$ cat src/rtl/cpu_pkg.sv
// Shared sizes and encodings for the 8-bit accumulator CPU; sizes are fixed, not tunable per instance
package cpu_pkg;

    // Datapath and memory sizes
    localparam int data_w    = 8;           // Bus, registers and RAM words
    localparam int addr_w    = 4;           // RAM address and PC width
    localparam int ram_words = 16;          // 2**addr_w bytes of flip-flop RAM

    // Sequencer timing
    localparam int t_states  = 5;           // T0 fetch addr, T1 fetch, T2..T4 execute
    localparam int t_w       = 3;           // Wide enough for t_states - 1
    localparam logic [t_w-1:0] t_last = t_w'(t_states - 1);

    // Instruction opcodes, high nibble of each byte
    // Unlisted codes decode as no-op
    typedef enum logic [3:0] {
        op_nop = 4'd0,
        op_lda = 4'd1,                      // A <= RAM[operand]
        op_add = 4'd2,                      // A <= A + RAM[operand]
        op_sub = 4'd3,                      // A <= A - RAM[operand]
        op_sta = 4'd4,                      // RAM[operand] <= A
        op_ldi = 4'd5,                      // A <= operand, zero-extended
        op_jmp = 4'd6,
        op_jc  = 4'd7,                      // Jump if carry flag set
        op_jz  = 4'd8,                      // Jump if zero flag set
        op_out = 4'd14,                     // Output register <= A
        op_hlt = 4'd15
    } opcode_e;

    // Who drives the internal bus this cycle
    typedef enum logic [2:0] {
        src_none       = 3'd0,              // Bus reads as zero
        src_pc         = 3'd1,
        src_ram        = 3'd2,
        src_ir_operand = 3'd3,
        src_acc        = 3'd4,
        src_alu        = 3'd5
    } bus_src_e;

endpackage

$ cat src/rtl/alu.sv
// Combinational add/subtract of A and B; carry and zero flags are stored only on flags_load
`timescale 1ns/1ps

module alu
    import cpu_pkg::*;
(
    input  logic              clk,
    input  logic              rst_n,
    input  logic [data_w-1:0] a,
    input  logic [data_w-1:0] b,
    input  logic              sub,          // 1 gives A - B in two's complement
    input  logic              flags_load,
    output logic [data_w-1:0] result,
    output logic              cf,
    output logic              zf
);

    logic [data_w-1:0] b_eff;               // B or its ones' complement
    logic [data_w:0]   sum;                 // Extra bit catches carry out of bit 7

    assign b_eff  = sub ? ~b : b;
    assign sum    = {1'b0, a} + {1'b0, b_eff} + {{data_w{1'b0}}, sub}; // Plus one on SUB
    assign result = sum[data_w-1:0];

    // Flags reflect the last ADD or SUB only
    always_ff @(posedge clk or negedge rst_n) begin
        if (!rst_n) begin
            cf <= 1'b0;
            zf <= 1'b0;
        end else if (flags_load) begin
            cf <= sum[data_w];              // On SUB set means no borrow
            zf <= (result == '0);
        end
    end

endmodule

$ cat src/rtl/control_block.sv
// Five-state microcode sequencer; the first cycle with run high only clears the PC, so fetch starts one clock later
`timescale 1ns/1ps

module control_block
    import cpu_pkg::*;
(
    input  logic     clk,
    input  logic     rst_n,
    input  logic     run,                   // Level, synchronous to clk
    input  opcode_e  opcode,                // From the instruction register
    input  logic     cf,                    // Stored carry flag
    input  logic     zf,                    // Stored zero flag
    output bus_src_e bus_src,
    output logic     pc_clear,
    output logic     pc_inc,
    output logic     pc_load,
    output logic     mar_load,
    output logic     ram_store,
    output logic     ir_load,
    output logic     a_load,
    output logic     b_load,
    output logic     alu_sub,
    output logic     flags_load,
    output logic     out_load,
    output logic     halted
);

    logic [t_w-1:0] t_q;                    // Current T-state
    logic           run_q;                  // Run seen on the previous clock
    logic           halted_q;
    logic           active;                 // Sequencer is stepping this cycle
    logic           halt_set;               // HLT decoded at T2

    // Running only once run has been high for a full clock and no HLT yet
    assign active = run & run_q & ~halted_q;

    always_ff @(posedge clk or negedge rst_n) begin
        if (!rst_n) begin
            t_q      <= '0;
            run_q    <= 1'b0;
            halted_q <= 1'b0;
        end else begin
            run_q <= run;
            if (!run) begin
                t_q      <= '0;             // Idle parked at T0
                halted_q <= 1'b0;           // Falling run releases the halt
            end else if (active) begin
                t_q <= (t_q == t_last) ? '0 : t_q + t_w'(1);
                if (halt_set) begin
                    halted_q <= 1'b1;
                end
            end
        end
    end

    // PC held at zero while stopped and during the start cycle
    assign pc_clear = ~(run & run_q);
    assign halted   = halted_q & run;       // Reads 0 as soon as run drops

    // Microcode table
    always_comb begin
        bus_src    = src_none;
        pc_inc     = 1'b0;
        pc_load    = 1'b0;
        mar_load   = 1'b0;
        ram_store  = 1'b0;
        ir_load    = 1'b0;
        a_load     = 1'b0;
        b_load     = 1'b0;
        alu_sub    = 1'b0;
        flags_load = 1'b0;
        out_load   = 1'b0;
        halt_set   = 1'b0;
        if (active) begin
            case (t_q)
                t_w'(0): begin              // Fetch address
                    bus_src  = src_pc;
                    mar_load = 1'b1;
                end
                t_w'(1): begin              // Fetch instruction byte
                    bus_src = src_ram;
                    ir_load = 1'b1;
                    pc_inc  = 1'b1;
                end
                t_w'(2): begin
                    case (opcode)
                        op_lda, op_add, op_sub, op_sta: begin
                            bus_src  = src_ir_operand;  // Data address into MAR
                            mar_load = 1'b1;
                        end
                        op_ldi: begin
                            bus_src = src_ir_operand;
                            a_load  = 1'b1;
                        end
                        op_jmp: begin
                            bus_src = src_ir_operand;
                            pc_load = 1'b1;
                        end
                        op_jc: begin
                            bus_src = src_ir_operand;
                            pc_load = cf;   // Not taken falls through to next byte
                        end
                        op_jz: begin
                            bus_src = src_ir_operand;
                            pc_load = zf;
                        end
                        op_out: begin
                            bus_src  = src_acc;
                            out_load = 1'b1;
                        end
                        op_hlt:  halt_set = 1'b1;
                        default: ;          // NOP and unused codes
                    endcase
                end
                t_w'(3): begin
                    case (opcode)
                        op_lda: begin
                            bus_src = src_ram;
                            a_load  = 1'b1;
                        end
                        op_add, op_sub: begin
                            bus_src = src_ram;      // Second operand into B
                            b_load  = 1'b1;
                        end
                        op_sta: begin
                            bus_src   = src_acc;
                            ram_store = 1'b1;
                        end
                        default: ;
                    endcase
                end
                t_w'(4): begin
                    if (opcode == op_add || opcode == op_sub) begin
                        bus_src    = src_alu;
                        a_load     = 1'b1;
                        flags_load = 1'b1;
                        alu_sub    = (opcode == op_sub);
                    end
                end
                default: ;
            endcase
        end
    end

endmodule

$ cat src/rtl/datapath_regs.sv
// Bus-loaded IR, A, B and output registers; all clear on reset and load only on their own strobe
`timescale 1ns/1ps

module datapath_regs
    import cpu_pkg::*;
(
    input  logic              clk,
    input  logic              rst_n,
    input  logic [data_w-1:0] bus,
    input  logic              ir_load,
    input  logic              a_load,
    input  logic              b_load,
    input  logic              out_load,
    output opcode_e           opcode,       // IR high nibble
    output logic [addr_w-1:0] operand,      // IR low nibble
    output logic [data_w-1:0] a,
    output logic [data_w-1:0] b,
    output logic [data_w-1:0] out_value
);

    logic [data_w-1:0] ir_q;
    logic [data_w-1:0] a_q;
    logic [data_w-1:0] b_q;
    logic [data_w-1:0] out_q;

    // Instruction register
    always_ff @(posedge clk or negedge rst_n) begin
        if (!rst_n) begin
            ir_q <= '0;                     // Decodes as NOP
        end else if (ir_load) begin
            ir_q <= bus;
        end
    end

    // Accumulator
    always_ff @(posedge clk or negedge rst_n) begin
        if (!rst_n) begin
            a_q <= '0;
        end else if (a_load) begin
            a_q <= bus;                     // LDA, LDI or ALU result
        end
    end

    // B register, ALU second operand
    always_ff @(posedge clk or negedge rst_n) begin
        if (!rst_n) begin
            b_q <= '0;
        end else if (b_load) begin
            b_q <= bus;
        end
    end

    // Output register
    always_ff @(posedge clk or negedge rst_n) begin
        if (!rst_n) begin
            out_q <= '0;
        end else if (out_load) begin
            out_q <= bus;                   // Visible on pins the cycle after OUT's T2
        end
    end

    // Split the instruction byte
    assign opcode    = opcode_e'(ir_q[data_w-1:addr_w]);
    assign operand   = ir_q[addr_w-1:0];

    assign a         = a_q;
    assign b         = b_q;
    assign out_value = out_q;

    // Unused IR codes pass through as-is and the sequencer treats them as NOP
    // The operand nibble doubles as address, immediate and jump target

endmodule

$ cat src/rtl/program_counter.sv
// 4-bit fetch address; clear beats load beats increment, and increment wraps from 15 to 0
`timescale 1ns/1ps

module program_counter
    import cpu_pkg::*;
(
    input  logic              clk,
    input  logic              rst_n,
    input  logic              clear,        // Held while the CPU is stopped
    input  logic              inc,          // T1 of every instruction
    input  logic              load,         // Taken jump
    input  logic [addr_w-1:0] load_value,   // Jump target from the bus low nibble
    output logic [addr_w-1:0] pc
);

    logic [addr_w-1:0] pc_q;

    always_ff @(posedge clk or negedge rst_n) begin
        if (!rst_n) begin
            pc_q <= '0;
        end else if (clear) begin
            pc_q <= '0;
        end else if (load) begin
            pc_q <= load_value;
        end else if (inc) begin
            pc_q <= pc_q + addr_w'(1);      // Natural wrap at the top of memory
        end
    end

    assign pc = pc_q;

endmodule

$ cat src/rtl/ram_mar.sv
// 16-byte flip-flop RAM behind the MAR; contents are undefined until written, and a store wins over a program write
`timescale 1ns/1ps

module ram_mar
    import cpu_pkg::*;
(
    input  logic              clk,
    input  logic              rst_n,
    input  logic [data_w-1:0] bus,
    input  logic              mar_load,     // Capture address from bus low nibble
    input  logic              store,        // STA write at the MAR
    input  logic              prog_we,      // External loader, gated by the top
    input  logic [addr_w-1:0] prog_addr,
    input  logic [data_w-1:0] prog_data,
    output logic [data_w-1:0] rdata
);

    logic [addr_w-1:0] mar_q;
    logic [data_w-1:0] mem [ram_words];

    // Memory address register
    always_ff @(posedge clk or negedge rst_n) begin
        if (!rst_n) begin
            mar_q <= '0;
        end else if (mar_load) begin
            mar_q <= bus[addr_w-1:0];
        end
    end

    // Single write port shared by run-time stores and the loader
    always_ff @(posedge clk) begin
        if (store) begin
            mem[mar_q] <= bus;
        end else if (prog_we) begin
            mem[prog_addr] <= prog_data;
        end
    end

    assign rdata = mem[mar_q];              // Asynchronous read

endmodule

$ cat src/rtl/tt_um_8_bit_cpu_top.sv
// TinyTapeout top; uio[5:0] are inputs (address, write strobe, run), uio[7] outputs halted, and ena is ignored
`timescale 1ns/1ps

module tt_um_8_bit_cpu_top
    import cpu_pkg::*;
(
    input  logic [7:0] ui_in,               // Program data byte
    output logic [7:0] uo_out,              // Output register
    input  logic [7:0] uio_in,              // [3:0] addr, [4] prog_we, [5] run
    output logic [7:0] uio_out,             // [7] halted
    output logic [7:0] uio_oe,
    input  logic       ena,
    input  logic       clk,
    input  logic       rst_n
);

    // Pin decode
    logic              run;
    logic              prog_we;
    logic [addr_w-1:0] prog_addr;

    assign run       = uio_in[5];
    assign prog_addr = uio_in[addr_w-1:0];
    assign prog_we   = uio_in[4] & ~run;    // Loader locked out while running

    // Internal bus and its sources
    logic [data_w-1:0] bus;
    logic [addr_w-1:0] pc;
    logic [data_w-1:0] ram_rdata;
    logic [addr_w-1:0] operand;
    logic [data_w-1:0] reg_a;
    logic [data_w-1:0] reg_b;
    logic [data_w-1:0] alu_result;
    logic [data_w-1:0] out_value;

    // Control strobes
    bus_src_e bus_src;
    opcode_e  opcode;
    logic     pc_clear;
    logic     pc_inc;
    logic     pc_load;
    logic     mar_load;
    logic     ram_store;
    logic     ir_load;
    logic     a_load;
    logic     b_load;
    logic     alu_sub;
    logic     flags_load;
    logic     out_load;
    logic     halted;
    logic     cf;                           // Stored carry
    logic     zf;                           // Stored zero

    // Bus mux, one source per cycle
    always_comb begin
        case (bus_src)
            src_pc:         bus = {{(data_w-addr_w){1'b0}}, pc};
            src_ram:        bus = ram_rdata;
            src_ir_operand: bus = {{(data_w-addr_w){1'b0}}, operand};
            src_acc:        bus = reg_a;
            src_alu:        bus = alu_result;
            default:        bus = '0;       // Nobody driving
        endcase
    end

    control_block i_control_block (
        .clk        (clk),
        .rst_n      (rst_n),
        .run        (run),
        .opcode     (opcode),
        .cf         (cf),
        .zf         (zf),
        .bus_src    (bus_src),
        .pc_clear   (pc_clear),
        .pc_inc     (pc_inc),
        .pc_load    (pc_load),
        .mar_load   (mar_load),
        .ram_store  (ram_store),
        .ir_load    (ir_load),
        .a_load     (a_load),
        .b_load     (b_load),
        .alu_sub    (alu_sub),
        .flags_load (flags_load),
        .out_load   (out_load),
        .halted     (halted)
    );

    program_counter i_program_counter (
        .clk        (clk),
        .rst_n      (rst_n),
        .clear      (pc_clear),
        .inc        (pc_inc),
        .load       (pc_load),
        .load_value (bus[addr_w-1:0]),      // Jump target
        .pc         (pc)
    );

    ram_mar i_ram_mar (
        .clk       (clk),
        .rst_n     (rst_n),
        .bus       (bus),
        .mar_load  (mar_load),
        .store     (ram_store),
        .prog_we   (prog_we),
        .prog_addr (prog_addr),
        .prog_data (ui_in),
        .rdata     (ram_rdata)
    );

    datapath_regs i_datapath_regs (
        .clk       (clk),
        .rst_n     (rst_n),
        .bus       (bus),
        .ir_load   (ir_load),
        .a_load    (a_load),
        .b_load    (b_load),
        .out_load  (out_load),
        .opcode    (opcode),
        .operand   (operand),
        .a         (reg_a),
        .b         (reg_b),
        .out_value (out_value)
    );

    alu i_alu (
        .clk        (clk),
        .rst_n      (rst_n),
        .a          (reg_a),
        .b          (reg_b),
        .sub        (alu_sub),
        .flags_load (flags_load),
        .result     (alu_result),
        .cf         (cf),
        .zf         (zf)
    );

    // Pin mapping
    assign uo_out  = out_value;
    assign uio_out = {halted, 7'b0};
    assign uio_oe  = 8'h80;                 // Only bit 7 drives

endmodule
$ cat config.mk
export PLATFORM = sky130hd
export DESIGN_NAME = tt_um_8_bit_cpu_top
export DESIGN_NICKNAME = d
export VERILOG_FILES = /design/src/rtl/cpu_pkg.sv /design/src/rtl/alu.sv /design/src/rtl/control_block.sv /design/src/rtl/datapath_regs.sv /design/src/rtl/program_counter.sv /design/src/rtl/ram_mar.sv /design/src/rtl/tt_um_8_bit_cpu_top.sv
export SDC_FILE = /design/constraint.sdc
export NUM_CORES = 1
export LEC_CHECK = 0
export BUFFER_PORTS_ARGS = -buffer_cell sky130_fd_sc_hd__buf_2
export CAP_MARGIN = 15
export CORE_UTILIZATION = 66
export CTS_CLUSTER_DIAMETER = 100
export DETAILED_ROUTE_END_ITERATION = 8
export PLACE_DENSITY_LB_ADDON = 0.15
export SLEW_MARGIN = 20
export SYNTH_ARGS = -nofsm -noshare
export SYNTH_HDL_FRONTEND = slang
export SYNTH_SLANG_ARGS = --single-unit
$ cat constraint.sdc
create_clock -name clk -period 9.6 [get_ports clk]
set_input_delay 0.48 -clock clk [delete_from_list [all_inputs] [get_ports clk]]
set_output_delay 0.48 -clock clk [all_outputs]
set_load 0.02 [all_outputs]
## Word-level counts from Yosys, hierarchy flattened

Memory sizes are Yosys's and may differ from the RTL's.
Cells that the tools add are included.

- Output and inout bits: 24
- Memories: 1
- Bits of input ports: 19
- Bits in writable memories: 128
- Word-level logic and storage cells: 108
- Flip-flop bits (word level): 47

Memories:

| memory | words | bits a word | read ports | clocked after Yosys merged registers in | write ports | RTL line | RTL |
|---|---|---|---|---|---|---|---|
| i_ram_mar.mem | 16 | 8 | 1 | 0 | 1 | ram_mar.sv:19 | `logic [data_w-1:0] mem [ram_words];` |

- Reductions and logical operators: 9
- Equality and inequality tests: 22
- Add/subtract/negate cells: 4
- Multiplexer cells: 54
- Bitwise logic cells: 7

Operators by type and width:

| kind | number |
|---|---|
| one-hot mux 8 bit (5 select lines) | 1 |
| 2-to-1 mux 1 bit | 36 |
| == test 4 x 3 -> 1 bit, second input constant | 4 |
| 2-to-1 mux 4 bit | 4 |
| 2-to-1 mux 8 bit | 2 |
| OR reduction 8 bit | 2 |
| 2-to-1 mux 3 bit | 5 |
| one-hot mux 3 bit (5 select lines) | 1 |
| == test 3 x 2 -> 1 bit, second input constant | 4 |
| == test 4 bit, second input constant | 3 |
| one-hot mux 3 bit (2 select lines) | 2 |
| adder 8 x 8 -> 9 bit | 1 |
| adder 9 x 1 -> 9 bit | 1 |
| == test 3 bit, second input constant | 3 |
| == test 4 x 2 -> 1 bit, second input constant | 2 |
| logical NOT 8 bit | 1 |
| NOT 8 bit | 1 |
| == test 3 x 1 -> 1 bit, second input constant | 2 |
| one-hot mux 1 bit (3 select lines) | 2 |
| adder 4 x 1 -> 4 bit, second input constant | 1 |
| bitwise AND 1 bit | 4 |
| == test 4 x 1 -> 1 bit, second input constant | 1 |
| inequality test 2 x 1 -> 1 bit, second input constant | 2 |
| OR reduction 4 bit | 1 |
| other kinds (9) | 10 |

## Depth between registers and ports, before layout

- Depth after elaboration: 11
- Gate-level depth with buffers: 13
- Gate-level depth less buffers: 12

## Cells and area by module

From an unflattened synthesis, not the netlist that was laid out.

- Cell total of the unflattened synthesis: 587
- Area, all modules: 8568.2 um2

Modules (own cells, without submodules):

| module | times used | area each (um2) | cells an instance | seq. area each (um2) |
|---|---|---|---|---|
| ram_mar | 1 | 5417.7 | 295 | 3943.8 |
| datapath_regs | 1 | 1326.3 | 68 | 800.8 |
| alu | 1 | 581.8 | 70 | 50.0 |
| control_block | 1 | 574.3 | 73 | 125.1 |
| tt_um_8_bit_cpu_top | 1 | 442.9 | 59 | 0.0 |
| program_counter | 1 | 225.2 | 22 | 100.1 |

## Worst setup path after synthesis

Ideal clock, no wire load.

- Kind: input-to-reg
- Start point: in uio_in[5]
- End point: mem i_ram_mar.mem[0][3] (data pin)
- Arrival time: 4049 ps
- Setup time: 302 ps
- Required time: 9298 ps
- Buffers on the path: 1
- Stages on the path: 13
- Slack: 5248 ps
- Cells stage by stage: buf_2 nand2_1 nor2_2 nand3_1 nor4_4 xor2_1 ha_1 or4b_4 nor4_4 or3_1 nand4_1 a311o_1 a31oi_1

- Longest elaborated chain between the ends: 8
- Elaborated cells on any way between the ends: 21
- Classes of those cells: add/sub (2); eq/ne (5); mux (9); bitwise (4); reduce/logical (1)

Ends and longest elaborated chain:

| element | RTL line | RTL |
|---|---|---|
| start: declaration | tt_um_8_bit_cpu_top.sv:9 | `input logic [7:0] uio_in,` |
| bitwise AND 1 bit (2 in series) | control_block.sv:35 | `assign active = run & run_q & ~halted_q;` |
| 2-to-1 mux 1 bit | control_block.sv:74 | `if (active) begin` |
| 2-to-1 mux 8 bit | alu.sv:21 | `assign b_eff = sub ? ~b : b;` |
| adder 8 x 8 -> 9 bit | alu.sv:22 | `assign sum = {1'b0, a} + {1'b0, b_eff} + {{data_w{1'b0}}, sub};` |
| adder 9 x 1 -> 9 bit | alu.sv:22 |  |
| one-hot mux 8 bit (5 select lines) | tt_um_8_bit_cpu_top.sv:56 | `case (bus_src)` |
| 2-to-1 mux 8 bit (no line) * | - |  |
| end: declaration | ram_mar.sv:19 |  |

Mark *: on every way between the ends. The rest lies on a longest branch, timed or not.

## Worst setup path after layout

- Start point: reg i_control_block.run_q
- End point: mem i_ram_mar.mem[11][5] (data pin)

- Longest elaborated chain between the ends: 8
- Elaborated cells on any way between the ends: 18
- Classes of those cells: add/sub (2); eq/ne (5); mux (8); bitwise (2); reduce/logical (1)

Ends and longest elaborated chain:

| element | RTL line | RTL |
|---|---|---|
| start: declaration | control_block.sv:29 | `logic run_q;` |
| start signal: assignment | control_block.sv:43 | `run_q <= run;` |
| bitwise AND 1 bit * (2 in series) | control_block.sv:35 |  |
| 2-to-1 mux 1 bit | control_block.sv:74 |  |
| 2-to-1 mux 8 bit | alu.sv:21 |  |
| adder 8 x 8 -> 9 bit | alu.sv:22 |  |
| adder 9 x 1 -> 9 bit | alu.sv:22 |  |
| one-hot mux 8 bit (5 select lines) | tt_um_8_bit_cpu_top.sv:56 |  |
| 2-to-1 mux 8 bit (no line) * | - |  |

Marked as above.

==> impl_metrics.tcl <==
set metrics [dict create \
    outcome "finished clean" \
    cts_setup_buffers 0 \
    use_met3_pct 6.458 \
    clkTransAtPathRegs_ns 0.07 \
    nNetsFinal 631 \
    period_minus_slack_ns 4.686 \
    slowest_stage "nor4_4" \
    fin_util_pct 74.83 \
    ys_warn_count 0 \
    drive_above_1_share_pct 21.44 \
    cts_made_buffers 17 \
    drv_slew 0 \
    design_area_um2 9100 \
    cts_hold_buf 0 \
    firstDrtPassIters 5 \
    placed_cell_area_um2 8451 \
    crit_start "i_control_block.run_q$_DFF_PN0_" \
    final_common_cell "edfxtp_1" \
    yosysTopAreaCell "edfxtp_1" \
    ys.flop_type "edfxtp_1" \
    slowest_delay_ns 0.63 \
    grt_max_degree 48 \
    postCtsResizedCells 0 \
    slew_headroom_pct 33.03 \
    initial_core_util_pct 68.40 \
    clock_sinks 175 \
    chipWidth_um 114.3 \
    cap_violations 0 \
    root_buffer "clkbuf_16" \
    core_um2 12160 \
    synth_area_leaders "edfxtp_1, dfrtp_1, mux4_2" \
    worst_slack_ns 4.914 \
    htreeDepth 4 \
    critPathKind "register to register" \
    crit_chain "nand2_1 -> nor2_2 -> nand3_1 -> nor4_4 -> xor2_1 -> ha_1 -> or4b_4 -> nor4_4 -> o41ai_1 -> xnor2_1 -> nand2_1 -> a31oi_2" \
    first_global_vias 5024 \
    synth_cell_types 72 \
    ioPinCount 43 \
    dp_cells 747 \
    rows 40 \
    grt_pass1_wl_um 27810 \
    rsz0062_at_grt "false" \
    postRouteAntennaNets 0 \
    synth_edf_count 128 \
    area_delta_synth_final_pct 9.401 \
    drt-vias-per-instance 6.589 \
    dp_hpwl_um 12280 \
    p_leak_uw 0.003419 \
    cts_tree "yes" \
    clk_latency_ns 0.44 \
    dpl_worst_slack_ns 4.211 \
    cp.buffers_inverters 0 \
    stdcell_count 779 \
    cp-end-kind "register" \
    routedWlPerCell_um 23.06 \
    drc_errors 0 \
    dieArea_um2 13060 \
    peakVddDrop_mv 0.3143 \
    gp_congestion 0.9171 \
    start_kind "register" \
    setup_viol 0 \
    r2r_start "i_control_block.run_q$_DFF_PN0_" \
    grt.overflow.total 0 \
    die_y_um 114.3 \
    worstHoldPathType "input port to asynchronous set/reset pin" \
    clock.fmax_mhz 213.4 \
    fin_crit_sh_pct 48.81 \
    finalHoldViolations 0 \
    io_buffers 24 \
    n_antenna_cell 0 \
    final_cell_mix "edfxtp_1, nor2_1, dfrtp_1" \
    tns_ns 0 \
    clk_path_buf_depth 2 \
    cp_data_arrival_time_ns 4.83 \
    power.density_nw_per_um2 205.8 \
    vias 5133 \
    synth_top_area_share_pct 46.21 \
    skew_ns 0.01386 \
    postSynthAreaPerCell_um2 14.32 \
    cp_max_fo 16 \
    drtIter0Drc 531 \
    cp.required_ns 9.74 \
    netlist_instances 581 \
    synth_seq_area_share_pct 60.35 \
    use_met1_pct 38.14 \
    gr-usage-all-layers_pct 29.81 \
    ys_seq_elements 175 \
    grt-busiest-layer "met2" \
    antenna_found_initial 0 \
    cp_top_family "simple AND/OR/NAND/NOR gates" \
    synth.cell_area_um2 8318 \
    async_flop_share_pct 26.86 \
    worst_pin_slew_ns 0.9969 \
    postRouteWirelength_um 17960 \
    globalRouteMet2Util_pct 49.33 \
]
==> flip-flops by register name (all words and copies together), names as in the netlist <==
register,count
i_control_block.t_q,3
i_ram_mar.mar_q,4
i_datapath_regs.a,8
i_datapath_regs.out_value,8
i_alu.zf,1
i_program_counter.pc,4
i_datapath_regs.b,8
i_control_block.halted_q,1
i_ram_mar.mem,128
i_control_block.run_q,1
i_alu.cf,1
i_datapath_regs.ir_q,8
==> Yosys cell counts (13+ instances only) <==
cell / number
mux2_2: 20
buf_4: 17
a21oi_1: 14
nand2_1: 42
nor2_1: 49
mux4_2: 31
nand3_1: 19
o21ai_0: 15
dfrtp_1: 47
a31oi_1: 20
edfxtp_1: 128
ha_1: 13
==> metrics by stage <==
| stage | hold slack (ns) | total power, µW |
|---|---|---|
| final | 0.03903 | 1873 |
| after global routing | 0.07940 | 1929 |
| after CTS | 0.2519 | 1876 |
| after detailed placement | 0.4782 | 1177 |
| after global placement | 0.4661 | 1171 |
| after floorplan | 0.1844 | 1115 |
==> worst reg2reg max path: stages (launching register included) <==
cell and delay (ns):
dfrtp_1 0.37, nand2_1 0.14, nor2_2 0.37, nand3_1 0.21
nor4_4 0.63, xor2_1 0.16, ha_1 0.42, or4b_4 0.50
nor4_4 0.30, o41ai_1 0.14, xnor2_1 0.32, nand2_1 0.19
a31oi_2 0.63
==> metal layers <==
layer / vias up / routed length (µm) / part of all wire, %
met5: - / 0 / 0
met4: 0 / 618 / 3.4
met3: 53 / 1123 / 6.3
met2: 254 / 9170 / 51
met1: 2563 / 7052 / 39
li1: 2263 / - / -
==> logic make-up (layout without fill, tap and decap cells) <==
kind of cell    Yosys count  count (layout)  synth area share (%)
compound gates           98              98                 8.168
xor+xnor                 15              15                 1.579
fa+ha+maj                14              14                 2.196
buf+inv                  49              66                 3.565
flops                   175             175                 60.35
mux                      67              67                 14.05
other cells               2              15               0.09029
simple gates            161             161                 10.00
==> where the power goes <==
group,switching (µW),internal (µW),leakage (µW)
Sequential,48.9,841,0.00181
Combinational,146,131,0.00131
Clock,329,377,0.000299
Total,524,1350,0.00342
==> path summary, 6_finish.rpt <==
kind	to	slack [ns]	depth (start not counted)
setup / recovery	i_ram_mar.mem[11][5]$_DFFE_PP_	4.91	12
min in group clk	i_control_block.run_q$_DFF_PN0_	0.27	1
setup reg to reg	i_ram_mar.mem[11][5]$_DFFE_PP_	4.91	12
hold / removal	i_control_block.t_q[0]$_DFFE_PN0P_	0.04	1
max in group asynchronous	i_ram_mar.mar_q[0]$_DFFE_PN0P_	9.11	1
hold reg to reg	i_datapath_regs.out_value[0]$_DFFE_PN0P_	0.49	2
==> cell type report <==
| class | count | area, µm² |
|---|---|---|
| fillers | 759 | 3062 |
| flip-flops and latches | 175 | 5024 |
| well taps | 168 | 210.2 |
| clock inverters | 15 | 193.9 |
| multi-input cells | 370 | 3075 |
| repair buffers | 27 | 145.1 |
| inverters | 7 | 26.28 |
| clock buffers | 17 | 425.4 |
Note: power is estimated with default switching activity, not from simulation.
